==> src/common/kronos_types.sv <==
// ====================
// Shared types and ALU select codes for the execute stage and ALU.
// Imported by every RTL module and by the testbench.
// ====================

package kronos_types;

    // ====================
    // Data widths

    // Operand or result word
    typedef logic [31:0] word_t;

    // Destination register index
    typedef logic [4:0] reg_addr_t;

    // Memory access size, byte/half/word
    typedef logic [1:0] data_size_t;

    // ====================
    // ALU result select

    typedef logic [2:0] alu_sel_t;

    // Adder output, also used for sub, lui and auipc
    localparam alu_sel_t ALU_ADD = 3'd0;

    // Bitwise operations
    localparam alu_sel_t ALU_AND = 3'd1;
    localparam alu_sel_t ALU_OR  = 3'd2;
    localparam alu_sel_t ALU_XOR = 3'd3;

    // Barrel shifter, direction and fill from rev/uns
    localparam alu_sel_t ALU_SHIFT = 3'd4;

    // Comparator result zero-extended, for slt/sltu
    localparam alu_sel_t ALU_COMP = 3'd5;

    // Codes 6 and 7 are not used by the decoder

endpackage

==> src/alu/kronos_alu_arith.sv <==
// ====================
// Arithmetic half of the ALU: adder, branch comparator, address adder.
// Purely combinational, instantiated by kronos_alu.
// ====================

`timescale 1ns/1ps

module kronos_alu_arith
    import kronos_types::*;
(
    input  word_t op1,
    input  word_t op2,
    input  word_t op3,
    input  word_t op4,
    input  logic  cin,
    input  logic  inv,
    input  logic  uns,
    input  logic  eq,
    input  logic  align,
    output word_t sum,
    output logic  cmp,
    output word_t addr
);

    word_t adder_op2;
    word_t addr_raw;
    logic  cmp_eq;
    logic  cmp_lt;
    logic  cmp_raw;

    // ====================
    // Adder

    // Subtract is inv plus cin, i.e. op1 + ~op2 + 1
    assign adder_op2 = inv ? ~op2 : op2;
    assign sum = op1 + adder_op2 + {31'b0, cin};

    // ====================
    // Comparator

    // Kept off the adder so branches do not wait on the carry chain
    assign cmp_eq = (op1 == op2);

    always_comb begin
        if (uns) begin
            cmp_lt = (op1 < op2);
        end else begin
            cmp_lt = ($signed(op1) < $signed(op2));
        end
    end

    assign cmp_raw = eq ? cmp_eq : cmp_lt;

    // Inverted form gives bne and bge/bgeu
    assign cmp = cmp_raw ^ inv;

    // ====================
    // Address adder

    assign addr_raw = op3 + op4;

    // jalr clears the LSB of the target
    always_comb begin
        addr = addr_raw;
        if (align) begin
            addr[0] = 1'b0;
        end
    end

endmodule

==> src/alu/kronos_alu_logic.sv <==
// ====================
// Logic half of the ALU: bitwise operations and one 32-bit barrel shifter.
// Left shifts reuse the right shifter through bit reversal.
// ====================

`timescale 1ns/1ps

module kronos_alu_logic
    import kronos_types::*;
(
    input  word_t    op1,
    input  word_t    op2,
    input  logic     rev,
    input  logic     uns,
    input  alu_sel_t sel,
    output word_t    logic_result
);

    logic [4:0] shamt;
    logic       fill;
    word_t      shift_in;
    word_t      shift_stage;
    word_t      shift_result;

    // Mirror a word end to end
    function automatic word_t bit_reverse(input word_t data);
        word_t flipped;
        for (int i = 0; i < 32; i++) begin
            flipped[i] = data[31-i];
        end
        return flipped;
    endfunction

    // ====================
    // Barrel shifter

    assign shamt = op2[4:0];

    // Sign fill only for sra, zeros for srl and sll
    assign fill = ~rev & ~uns & op1[31];

    assign shift_in = rev ? bit_reverse(op1) : op1;

    // Five stages of 1, 2, 4, 8 and 16 bit positions
    always_comb begin
        shift_stage = shift_in;
        for (int i = 0; i < 5; i++) begin
            if (shamt[i]) begin
                shift_stage = (shift_stage >> (1 << i))
                            | ({32{fill}} << (32 - (1 << i)));
            end
        end
    end

    // Undo the reversal for a left shift
    assign shift_result = rev ? bit_reverse(shift_stage) : shift_stage;

    // ====================
    // Bitwise operations and output mux

    always_comb begin
        case (sel)
            ALU_AND: begin
                logic_result = op1 & op2;
            end
            ALU_OR: begin
                logic_result = op1 | op2;
            end
            ALU_XOR: begin
                logic_result = op1 ^ op2;
            end
            default: begin
                // ALU_SHIFT, other codes are not taken from here
                logic_result = shift_result;
            end
        endcase
    end

endmodule

==> src/alu/kronos_alu.sv <==
// ====================
// RV32I ALU, arithmetic and logic parts side by side with a result select.
// Combinational, used by the execute stage.
// ====================

`timescale 1ns/1ps

module kronos_alu
    import kronos_types::*;
(
    input  word_t    op1,
    input  word_t    op2,
    input  word_t    op3,
    input  word_t    op4,
    input  logic     cin,
    input  logic     rev,
    input  logic     uns,
    input  logic     eq,
    input  logic     inv,
    input  logic     align,
    input  alu_sel_t sel,
    output word_t    result1,
    output word_t    result2
);

    word_t sum;
    logic  cmp;
    word_t addr;
    word_t logic_result;

    kronos_alu_arith arith0 (
        .op1   (op1),
        .op2   (op2),
        .op3   (op3),
        .op4   (op4),
        .cin   (cin),
        .inv   (inv),
        .uns   (uns),
        .eq    (eq),
        .align (align),
        .sum   (sum),
        .cmp   (cmp),
        .addr  (addr)
    );

    kronos_alu_logic logic0 (
        .op1          (op1),
        .op2          (op2),
        .rev          (rev),
        .uns          (uns),
        .sel          (sel),
        .logic_result (logic_result)
    );

    // ====================
    // Result select

    always_comb begin
        case (sel)
            ALU_ADD:  result1 = sum;
            ALU_COMP: result1 = {31'b0, cmp};
            ALU_AND, ALU_OR, ALU_XOR, ALU_SHIFT: result1 = logic_result;
            default:  result1 = sum;
        endcase
    end

    // Branch/jump target or load/store address
    assign result2 = addr;

    // Decoder must only ever hand over a defined select code
    always_comb begin
        assert ($isunknown(sel) || sel inside {ALU_ADD, ALU_AND, ALU_OR, ALU_XOR,
                                               ALU_SHIFT, ALU_COMP})
            else $error("ALU select code %0d is not defined", sel);
    end

endmodule

==> src/rtl/kronos_ex.sv <==
// ====================
// Execute pipestage: ALU plus one output register with valid/ready and flush.
// Forwards the writeback controls alongside the results.
// ====================

`timescale 1ns/1ps

module kronos_ex
    import kronos_types::*;
(
    input  logic       clk,
    input  logic       rstz,
    input  logic       flush,
    // Decoded instruction
    input  word_t      op1,
    input  word_t      op2,
    input  word_t      op3,
    input  word_t      op4,
    input  logic       cin,
    input  logic       rev,
    input  logic       uns,
    input  logic       eq,
    input  logic       inv,
    input  logic       align,
    input  alu_sel_t   sel,
    input  reg_addr_t  rd,
    input  logic       rd_write,
    input  logic       branch,
    input  logic       branch_cond,
    input  logic       ld,
    input  logic       st,
    input  data_size_t data_size,
    input  logic       data_uns,
    input  logic       is_illegal,
    input  logic       is_ecall,
    input  logic       pipe_in_vld,
    output logic       pipe_in_rdy,
    // Execute results toward writeback
    output word_t      result1,
    output word_t      result2,
    output reg_addr_t  out_rd,
    output logic       out_rd_write,
    output logic       out_branch,
    output logic       out_branch_cond,
    output logic       out_ld,
    output logic       out_st,
    output data_size_t out_data_size,
    output logic       out_data_uns,
    output logic       out_is_illegal,
    output logic       out_is_ecall,
    output logic       pipe_out_vld,
    input  logic       pipe_out_rdy
);

    word_t alu_result1;
    word_t alu_result2;
    logic  accept;

    kronos_alu alu0 (
        .op1     (op1),
        .op2     (op2),
        .op3     (op3),
        .op4     (op4),
        .cin     (cin),
        .rev     (rev),
        .uns     (uns),
        .eq      (eq),
        .inv     (inv),
        .align   (align),
        .sel     (sel),
        .result1 (alu_result1),
        .result2 (alu_result2)
    );

    // Register is free, or its item leaves this cycle
    assign pipe_in_rdy = ~pipe_out_vld | pipe_out_rdy;
    assign accept = pipe_in_vld & pipe_in_rdy;

    // ====================
    // Output register

    always_ff @(posedge clk or negedge rstz) begin
        if (!rstz) begin
            pipe_out_vld <= 1'b0;
        end else if (flush) begin
            pipe_out_vld <= 1'b0;
        end else if (accept) begin
            pipe_out_vld <= 1'b1;
        end else if (pipe_out_rdy) begin
            pipe_out_vld <= 1'b0;
        end
    end

    always_ff @(posedge clk) begin
        if (accept && !flush) begin
            result1         <= alu_result1;
            result2         <= alu_result2;
            out_rd          <= rd;
            out_rd_write    <= rd_write;
            out_branch      <= branch;
            out_branch_cond <= branch_cond;
            out_ld          <= ld;
            out_st          <= st;
            out_data_size   <= data_size;
            out_data_uns    <= data_uns;
            out_is_illegal  <= is_illegal;
            out_is_ecall    <= is_ecall;
        end
    end

    // ====================
    // Assertions

    // Held item stays put until writeback takes it
    a_stall_stable: assert property (@(posedge clk) disable iff (!rstz)
        pipe_out_vld && !pipe_out_rdy && !flush |=> pipe_out_vld
            && $stable({result1, result2, out_rd, out_rd_write, out_branch,
                        out_branch_cond, out_ld, out_st, out_data_size,
                        out_data_uns, out_is_illegal, out_is_ecall}))
        else $error("EX output changed while stalled");

    a_flush_clears: assert property (@(posedge clk) disable iff (!rstz)
        flush |=> !pipe_out_vld)
        else $error("EX output still valid after flush");

    // Empty stage must never stall decode
    a_empty_ready: assert property (@(posedge clk) disable iff (!rstz)
        !pipe_out_vld && pipe_in_vld && !flush |=> pipe_out_vld)
        else $error("EX did not take an offered item while empty");

endmodule

==> src/rtl/kronos_ex_top.sv <==
// ====================
// Execute subsystem top level, connects the stage to the outside.
// ====================

`timescale 1ns/1ps

module kronos_ex_top
    import kronos_types::*;
(
    input  logic       clk,
    input  logic       rstz,
    input  logic       flush,
    input  word_t      op1,
    input  word_t      op2,
    input  word_t      op3,
    input  word_t      op4,
    input  logic       cin,
    input  logic       rev,
    input  logic       uns,
    input  logic       eq,
    input  logic       inv,
    input  logic       align,
    input  alu_sel_t   sel,
    input  reg_addr_t  rd,
    input  logic       rd_write,
    input  logic       branch,
    input  logic       branch_cond,
    input  logic       ld,
    input  logic       st,
    input  data_size_t data_size,
    input  logic       data_uns,
    input  logic       is_illegal,
    input  logic       is_ecall,
    input  logic       pipe_in_vld,
    output logic       pipe_in_rdy,
    output word_t      result1,
    output word_t      result2,
    output reg_addr_t  out_rd,
    output logic       out_rd_write,
    output logic       out_branch,
    output logic       out_branch_cond,
    output logic       out_ld,
    output logic       out_st,
    output data_size_t out_data_size,
    output logic       out_data_uns,
    output logic       out_is_illegal,
    output logic       out_is_ecall,
    output logic       pipe_out_vld,
    input  logic       pipe_out_rdy
);

    // Port names match one to one
    kronos_ex ex0 (
        .*
    );

endmodule

==> config.mk <==
export PLATFORM = sky130hd
export DESIGN_NAME = kronos_ex_top
export DESIGN_NICKNAME = d
export VERILOG_FILES = /design/src/common/kronos_types.sv /design/src/alu/kronos_alu_arith.sv /design/src/alu/kronos_alu_logic.sv /design/src/alu/kronos_alu.sv /design/src/rtl/kronos_ex.sv /design/src/rtl/kronos_ex_top.sv
export SDC_FILE = /design/constraint.sdc
export NUM_CORES = 1
export LEC_CHECK = 0
export BUFFER_PORTS_ARGS = -buffer_cell sky130_fd_sc_hd__clkbuf_2
export CORE_UTILIZATION = 53
export DETAILED_ROUTE_END_ITERATION = 8
export MAX_ROUTING_LAYER = met4
export PLACE_DENSITY = 0.76
export SLEW_MARGIN = 20
export SYNTH_ARGS = -nofsm -noshare
export SYNTH_HDL_FRONTEND = slang
export SYNTH_HIERARCHICAL = 1
export SYNTH_SLANG_ARGS = --single-unit
==> constraint.sdc <==
create_clock -name clk -period 4.7 [get_ports clk]
set_input_delay 0.47 -clock clk [delete_from_list [all_inputs] [get_ports clk]]
set_output_delay 0.47 -clock clk [all_outputs]
set_load 0.03 [all_outputs]
After elaboration in Yosys (flattened, before gate mapping)
Index checks and enable logic that the tools add are counted.
- flip-flop bits (word level): 80
- bits in latches: 0
- RAM bits: 0
- memory bits (read-only): 0
- input bits: 157
- output and inout bits: 81
- word-level logic and storage cells: 61
- memories kept: 0
- add/subtract/negate cells: 3
- multipliers: 0
- div/mod/pow operators: 0
- magnitude comparators: 2
- equality and inequality tests: 6
- shift-type cells: 0
- mux-type cells: 15
- bitwise operators: 17
- reductions and logical operators: 4
- operator list (cell ; number):
    $mux W32 ; 8
    $pmux W32 S3 ; 1
    $add A32 B32 Y32 ; 2
    $lt A32 B32 Y1 ; 2
    $pmux W32 S2 ; 1
    $add A32 B1 Y32 ; 1
    $and A32 B32 Y32 ; 1
    $eq A32 B32 Y1 ; 1
    $not A32 Y32 ; 1
    $or A16 B32 Y32 ; 1
    $or A24 B32 Y32 ; 1
    $or A28 B32 Y32 ; 1
    $or A30 B32 Y32 ; 1
    $or A31 B32 Y32 ; 1
    $or A32 B32 Y32 ; 1
    $xor A32 B32 Y32 ; 1
    $eq A3 B2 Y1 const B ; 2
    $eq A3 B3 Y1 const B ; 2
    $mux W1 ; 5
    $reduce_or A4 Y1 ; 1
    $and A1 B1 Y1 ; 3
    $eq A3 B1 Y1 const B ; 1
    $not A1 Y1 ; 3
    $reduce_bool A3 Y1 ; 1
    other kinds (4) ; 4

Depth between registers and ports, before layout
- depth in word-level cells: 16
- gate-level depth with buffers: 16
- gate-level depth less buffers: 14

Modules after synthesis
The synthesis kept the hierarchy.
- modules (own cells, without submodules) (module ; times used ; cells an instance ; area each (µm²) ; sequential area each (µm²)):
    kronos_alu_logic ; 1 ; 742 ; 5469.0 ; 0.0
    kronos_alu_arith ; 1 ; 647 ; 4570.6 ; 0.0
    kronos_ex ; 1 ; 84 ; 2432.3 ; 2397.3
    kronos_alu ; 1 ; 154 ; 1391.3 ; 0.0

Worst setup path after synthesis
Ideal clock, no wire load.
- kind: register to register
- start: register ex0.pipe_out_vld
- end: register ex0.out_branch, enable pin
- library setup time: 0.502 ns
- arrival: 3.778 ns
- required time: 4.198 ns
- slack: 0.420 ns
- stages on the path, launching flop included: 3
- path buffers: 0
- period minus slack after synthesis: 4.280 ns
- cells stage by stage: dfrtp_1 -> nand2b_4 -> nor3b_2
- longest elaborated chain between the ends: 4
- ends and longest elaborated chain (element ; RTL line ; RTL):
    from (decl) ; kronos_ex.sv:51 ; output logic pipe_out_vld,
    from (signal assigned) ; kronos_ex.sv:84 ; pipe_out_vld <= 1'b0;
    from (signal assigned) ; kronos_ex.sv:86 ; pipe_out_vld <= 1'b0;
    from (signal assigned) ; kronos_ex.sv:88 ; pipe_out_vld <= 1'b1;
    $not A1 Y1 ; kronos_ex.sv:76 ; assign pipe_in_rdy = ~pipe_out_vld | pipe_out_rdy;
    $or A1 B1 Y1 ; kronos_ex.sv:76 ;
    via pipe_in_rdy ; kronos_ex_top.sv:35 ; output logic pipe_in_rdy,
    $and A1 B1 Y1 ; kronos_ex.sv:77 ; assign accept = pipe_in_vld & pipe_in_rdy;
    $logic_and A1 B1 Y1 ; kronos_ex.sv:95 ; if (accept && !flush) begin
    to (signal assigned) ; kronos_ex.sv:100 ; out_branch <= branch;
    to (decl) ; kronos_ex.sv:43 ; output logic out_branch,
The timed path passes the listed nets, and every way through them passes these cells.
A chain may end at the register's enable or synchronous reset.

Final worst setup path
- start: input op2[0]
- end: register ex0.result1[16], data pin
- longest elaborated chain between the ends: 11
- elaborated cells on any way between the ends: 16
- classes of those cells: 2 x add/sub; 9 x mux; 5 x bitwise
- ends and longest elaborated chain (element ; RTL line ; RTL):
    from (decl) ; kronos_ex_top.sv:14 ; input word_t op2,
    $mux W32 (*) ; kronos_alu_logic.sv:48 ; if (shamt[i]) begin
    $or A30 B32 Y32 ; kronos_alu_logic.sv:50 ; | ({32{fill}} << (32 - (1 << i)));
    $mux W32 (*) ; kronos_alu_logic.sv:48 ;
    $or A28 B32 Y32 ; kronos_alu_logic.sv:50 ;
    $mux W32 (*) ; kronos_alu_logic.sv:48 ;
    $or A24 B32 Y32 ; kronos_alu_logic.sv:50 ;
    $mux W32 (*) (2 in series) ; kronos_alu_logic.sv:48 ;
    $mux W32 (*) ; kronos_alu_logic.sv:56 ; assign shift_result = rev ? bit_reverse(shift_stage) : shift_stage;
    $pmux W32 S3 (*) ; kronos_alu_logic.sv:62 ; case (sel)
    via ex0.alu0.logic_result[16] ; kronos_alu.sv:29 ; word_t logic_result;
    $pmux W32 S2 (*) ; kronos_alu.sv:59 ; case (sel)
    via ex0.alu_result1[16] ; kronos_ex.sv:55 ; word_t alu_result1;
    to (signal assigned) ; kronos_ex.sv:96 ; result1 <= alu_result1;
    to (decl) ; kronos_ex.sv:39 ; output word_t result1,
The timed path passes the listed nets; every way through them passes the cells marked *.

==> run summary <==
Post-synth EDFFs = 79
Worst-Skew Late Latency = 340 ps
synthesized net count = 1944
top cells by area, synth = edfxtp_1, ha_1, mux2i_1, mux4_2, mux2_2
synth cell count leaders = ha_1, inv_1, nand2_1, nor2_1, mux2i_1
RSZ-0062 raised after global routing = no
Crit path required time = 4790 ps
per-cell routed wire length = 23.5 um
die width = 164 um
hold path start = rd[1]
slew margin rel. = 31.5%
first-pass GRT wire length = 75700 um
GRT Total Usage = 38.1%
GP Congestion = 1.01
Post-CTS Setup Repair Bufs = 0
Peak supply drop = 0.244 mV
DRC viols = 0
detailed placement HPWL = 38900 um
Power Density = 243 nW/um^2
Max Cap Viol = 0
H-tree levels = 3
Post-Synthesis Cells = 1627
clock slew seen by the registers of the worst setup and hold paths = 70 ps
cts hold-fix bufs = 1
fmax = 0.251 GHz
Mean Syn Cell Area = 8.52 um^2
placed cells = 2120
area fraction of the dominant cell type after synthesis = 17.1%
Ys Warns = 6
clk root buf = clkbuf_16
CP Max Fanout = 25
synthesized area = 13900 um^2
worst hold slack = 300 ps
routed vias = 14100
fin crit period = 3990 ps
top cell type by total area after synthesis = edfxtp_1
Endpoint, Worst Hold = ex0/out_rd[1]
non-filler instance count after layout = 2137
skew final = 9.89 ps
Setup Viol. Count Final = 0
CP Data Arrival Time = 4070 ps
initial antenna violation count = 0
CP startpoint kind = primary input
WHS Path Cells = 1
grt total ovfl = 0
layout net count = 2119
WL final = 50300 um
max-slew violations = 0
CTS Buffer Depth = 2
R2R Setup Slk = 2610 ps
Top FF cell, synth = edfxtp_1
Filler cells = 2299
Final Power = 3770 uW
period utilization = 84.8%
crit end category = flip-flop
std cell rows = 58
crit path kind = in2reg
Place WS = 502 ps
core box area = 25400 um^2
vias in the first global route = 13100
Synth Register Bits = 80
CTS Sinks = 80
CTS resizes = 0
Ant. Diodes = 0
TritonCTS clock tree = built
post-route setup TNS = 0 ps
Reg-to-Reg Start = ex0/pipe_out_vld
reg2reg path depth = 3
Area growth syn-to-layout = 11.9%
post-synthesis sequential area ratio = 17.3%
most common cell in the netlist = ha_1
largest net degree at the start of global routing = 70
R2R Path End = ex0/result2[11]
Static Leakage = 0.00711 uW
Via-to-Cell Ratio = 6.59
synth unique cells = 93
share of cells above drive strength 1 = 22.0%
I/O pin cnt = 238
Initial Util = 54.6%
port bufs = 237
CTS Buf Count = 9
HP Class = in2reg
Initial DRC Count = 1687
Hold Violations, Final = 0
status = finished clean
full die area = 26800 um^2
FFs w/ async S/R, synth = 1.25%
Setup WS post-layout = 714 ps
Slew @ Worst Pin = 1030 ps
Routed Antenna Nets = 0
Die Span Y = 164 um
router iterations before antenna repair = 9
final cells by class:
class	count	area, um^2	share of cell area, %
Clock buffer	9	225	1.45
Inverter	140	526	3.39
Tap cell	330	413	2.66
Sequential cell	80	2400	15.5
Clock inverter	7	135	0.871
Timing Repair Buffer	266	1450	9.32
Multi-Input combinational cell	1305	10400	66.9
metal layers:
metal  global-route usage [%]  vias up  part of all wire (%)  wire length (um)
li1                         -     6456                     -                 -
met1                     50.5     6642                    42             21000
met2                     58.7      876                    44             22100
met3                     5.78      115                    10              5250
met4                     13.9        0                   3.9              1980
met5                        -        -                     0                 0
state kept, by name, indices dropped and copies added (netlist names):
register	flops
ex0/out_st	1
ex0/out_data_size	2
ex0/result2	32
ex0/out_is_illegal	1
ex0/out_is_ecall	1
ex0/result1	32
ex0/out_branch	1
ex0/out_rd_write	1
ex0/out_rd	5
ex0/out_data_uns	1
ex0/pipe_out_vld	1
ex0/out_ld	1
ex0/out_branch_cond	1
through the flow:
| stage | utilization, % | cell area [um^2] |
|---|---|---|
| 6_report | 61.1 | 15500 |
| 5_1_grt | 61.1 | 15500 |
| 4_1_cts | 61.1 | 15500 |
| 3_3_place_gp | 59.6 | 15100 |
| 3_5_place_dp | 59.6 | 15100 |
| 2_1_floorplan | - | 13900 |
critical path: stages:
cell	delay [ps]
buf_2	130
buf_4	240
nor2b_1	630
a22oi_1	370
and2_1	260
mux4_2	450
a211oi_1	650
o22ai_1	250
mux2_2	310
a221o_1	300
logic make-up after synthesis:
group	Yosys count	share of synthesized area [%]
multiplexers	190	17.2
flip-flops	80	17.3
AND/OR/NAND/NOR	400	13.7
adder cells (fa/ha/maj)	160	14.6
XOR/XNOR	87	5.50
buffers and inverters	242	7.96
AO/OA/AOI/OAI	468	23.7
worst max path at each step:
stage / start / to / slack [ps] / depth (start not counted)
5_1_grt: inv / ex0/result1[28] / 580 / 14
4_1_cts: inv / ex0/result1[28] / 840 / 14
2_1_floorplan: ex0/pipe_out_vld / ex0/out_branch / 420 / 2
6_report: op2[0] / ex0/result1[16] / 710 / 10
3_5_place_dp: inv / ex0/result1[28] / 500 / 14
3_3_place_gp: inv / ex0/result1[28] / 550 / 14
where the power goes:
group,internal (uW),switching [uW],total (uW)
Combinational,770,1270,2040
Clock,531,312,843
Sequential,871,16.4,888
placed cells by master, fill, tap and decap left out, drive strengths merged, types with 9 or more instances in the layout:
cell type  netlist  final
nor3            57     57
ha             157    157
xnor2           36     36
nand3           28     28
nand2b          16     16
and3            10     10
nand4           16     16
mux2            56     56
a21oi          101    101
edfxtp          79     79
a31oi           18     18
buf             46     33
mux2i          103    103
o21a            11     11
nand2          110    110
nor2b           16     16
xor2            51     51
o22ai           16     16
o21bai           9      9
clkbuf          56    241
a221o           41     41
a22oi           38     38
mux4            31     31
nor2           107    107
inv            140    143
o211ai          16     16
and2             9      9
a21o            23     23
o21ai           95     95
a211oi          12     12
o31ai           13     13
or2              9      9
Note: power is estimated with default switching activity, not from simulation.
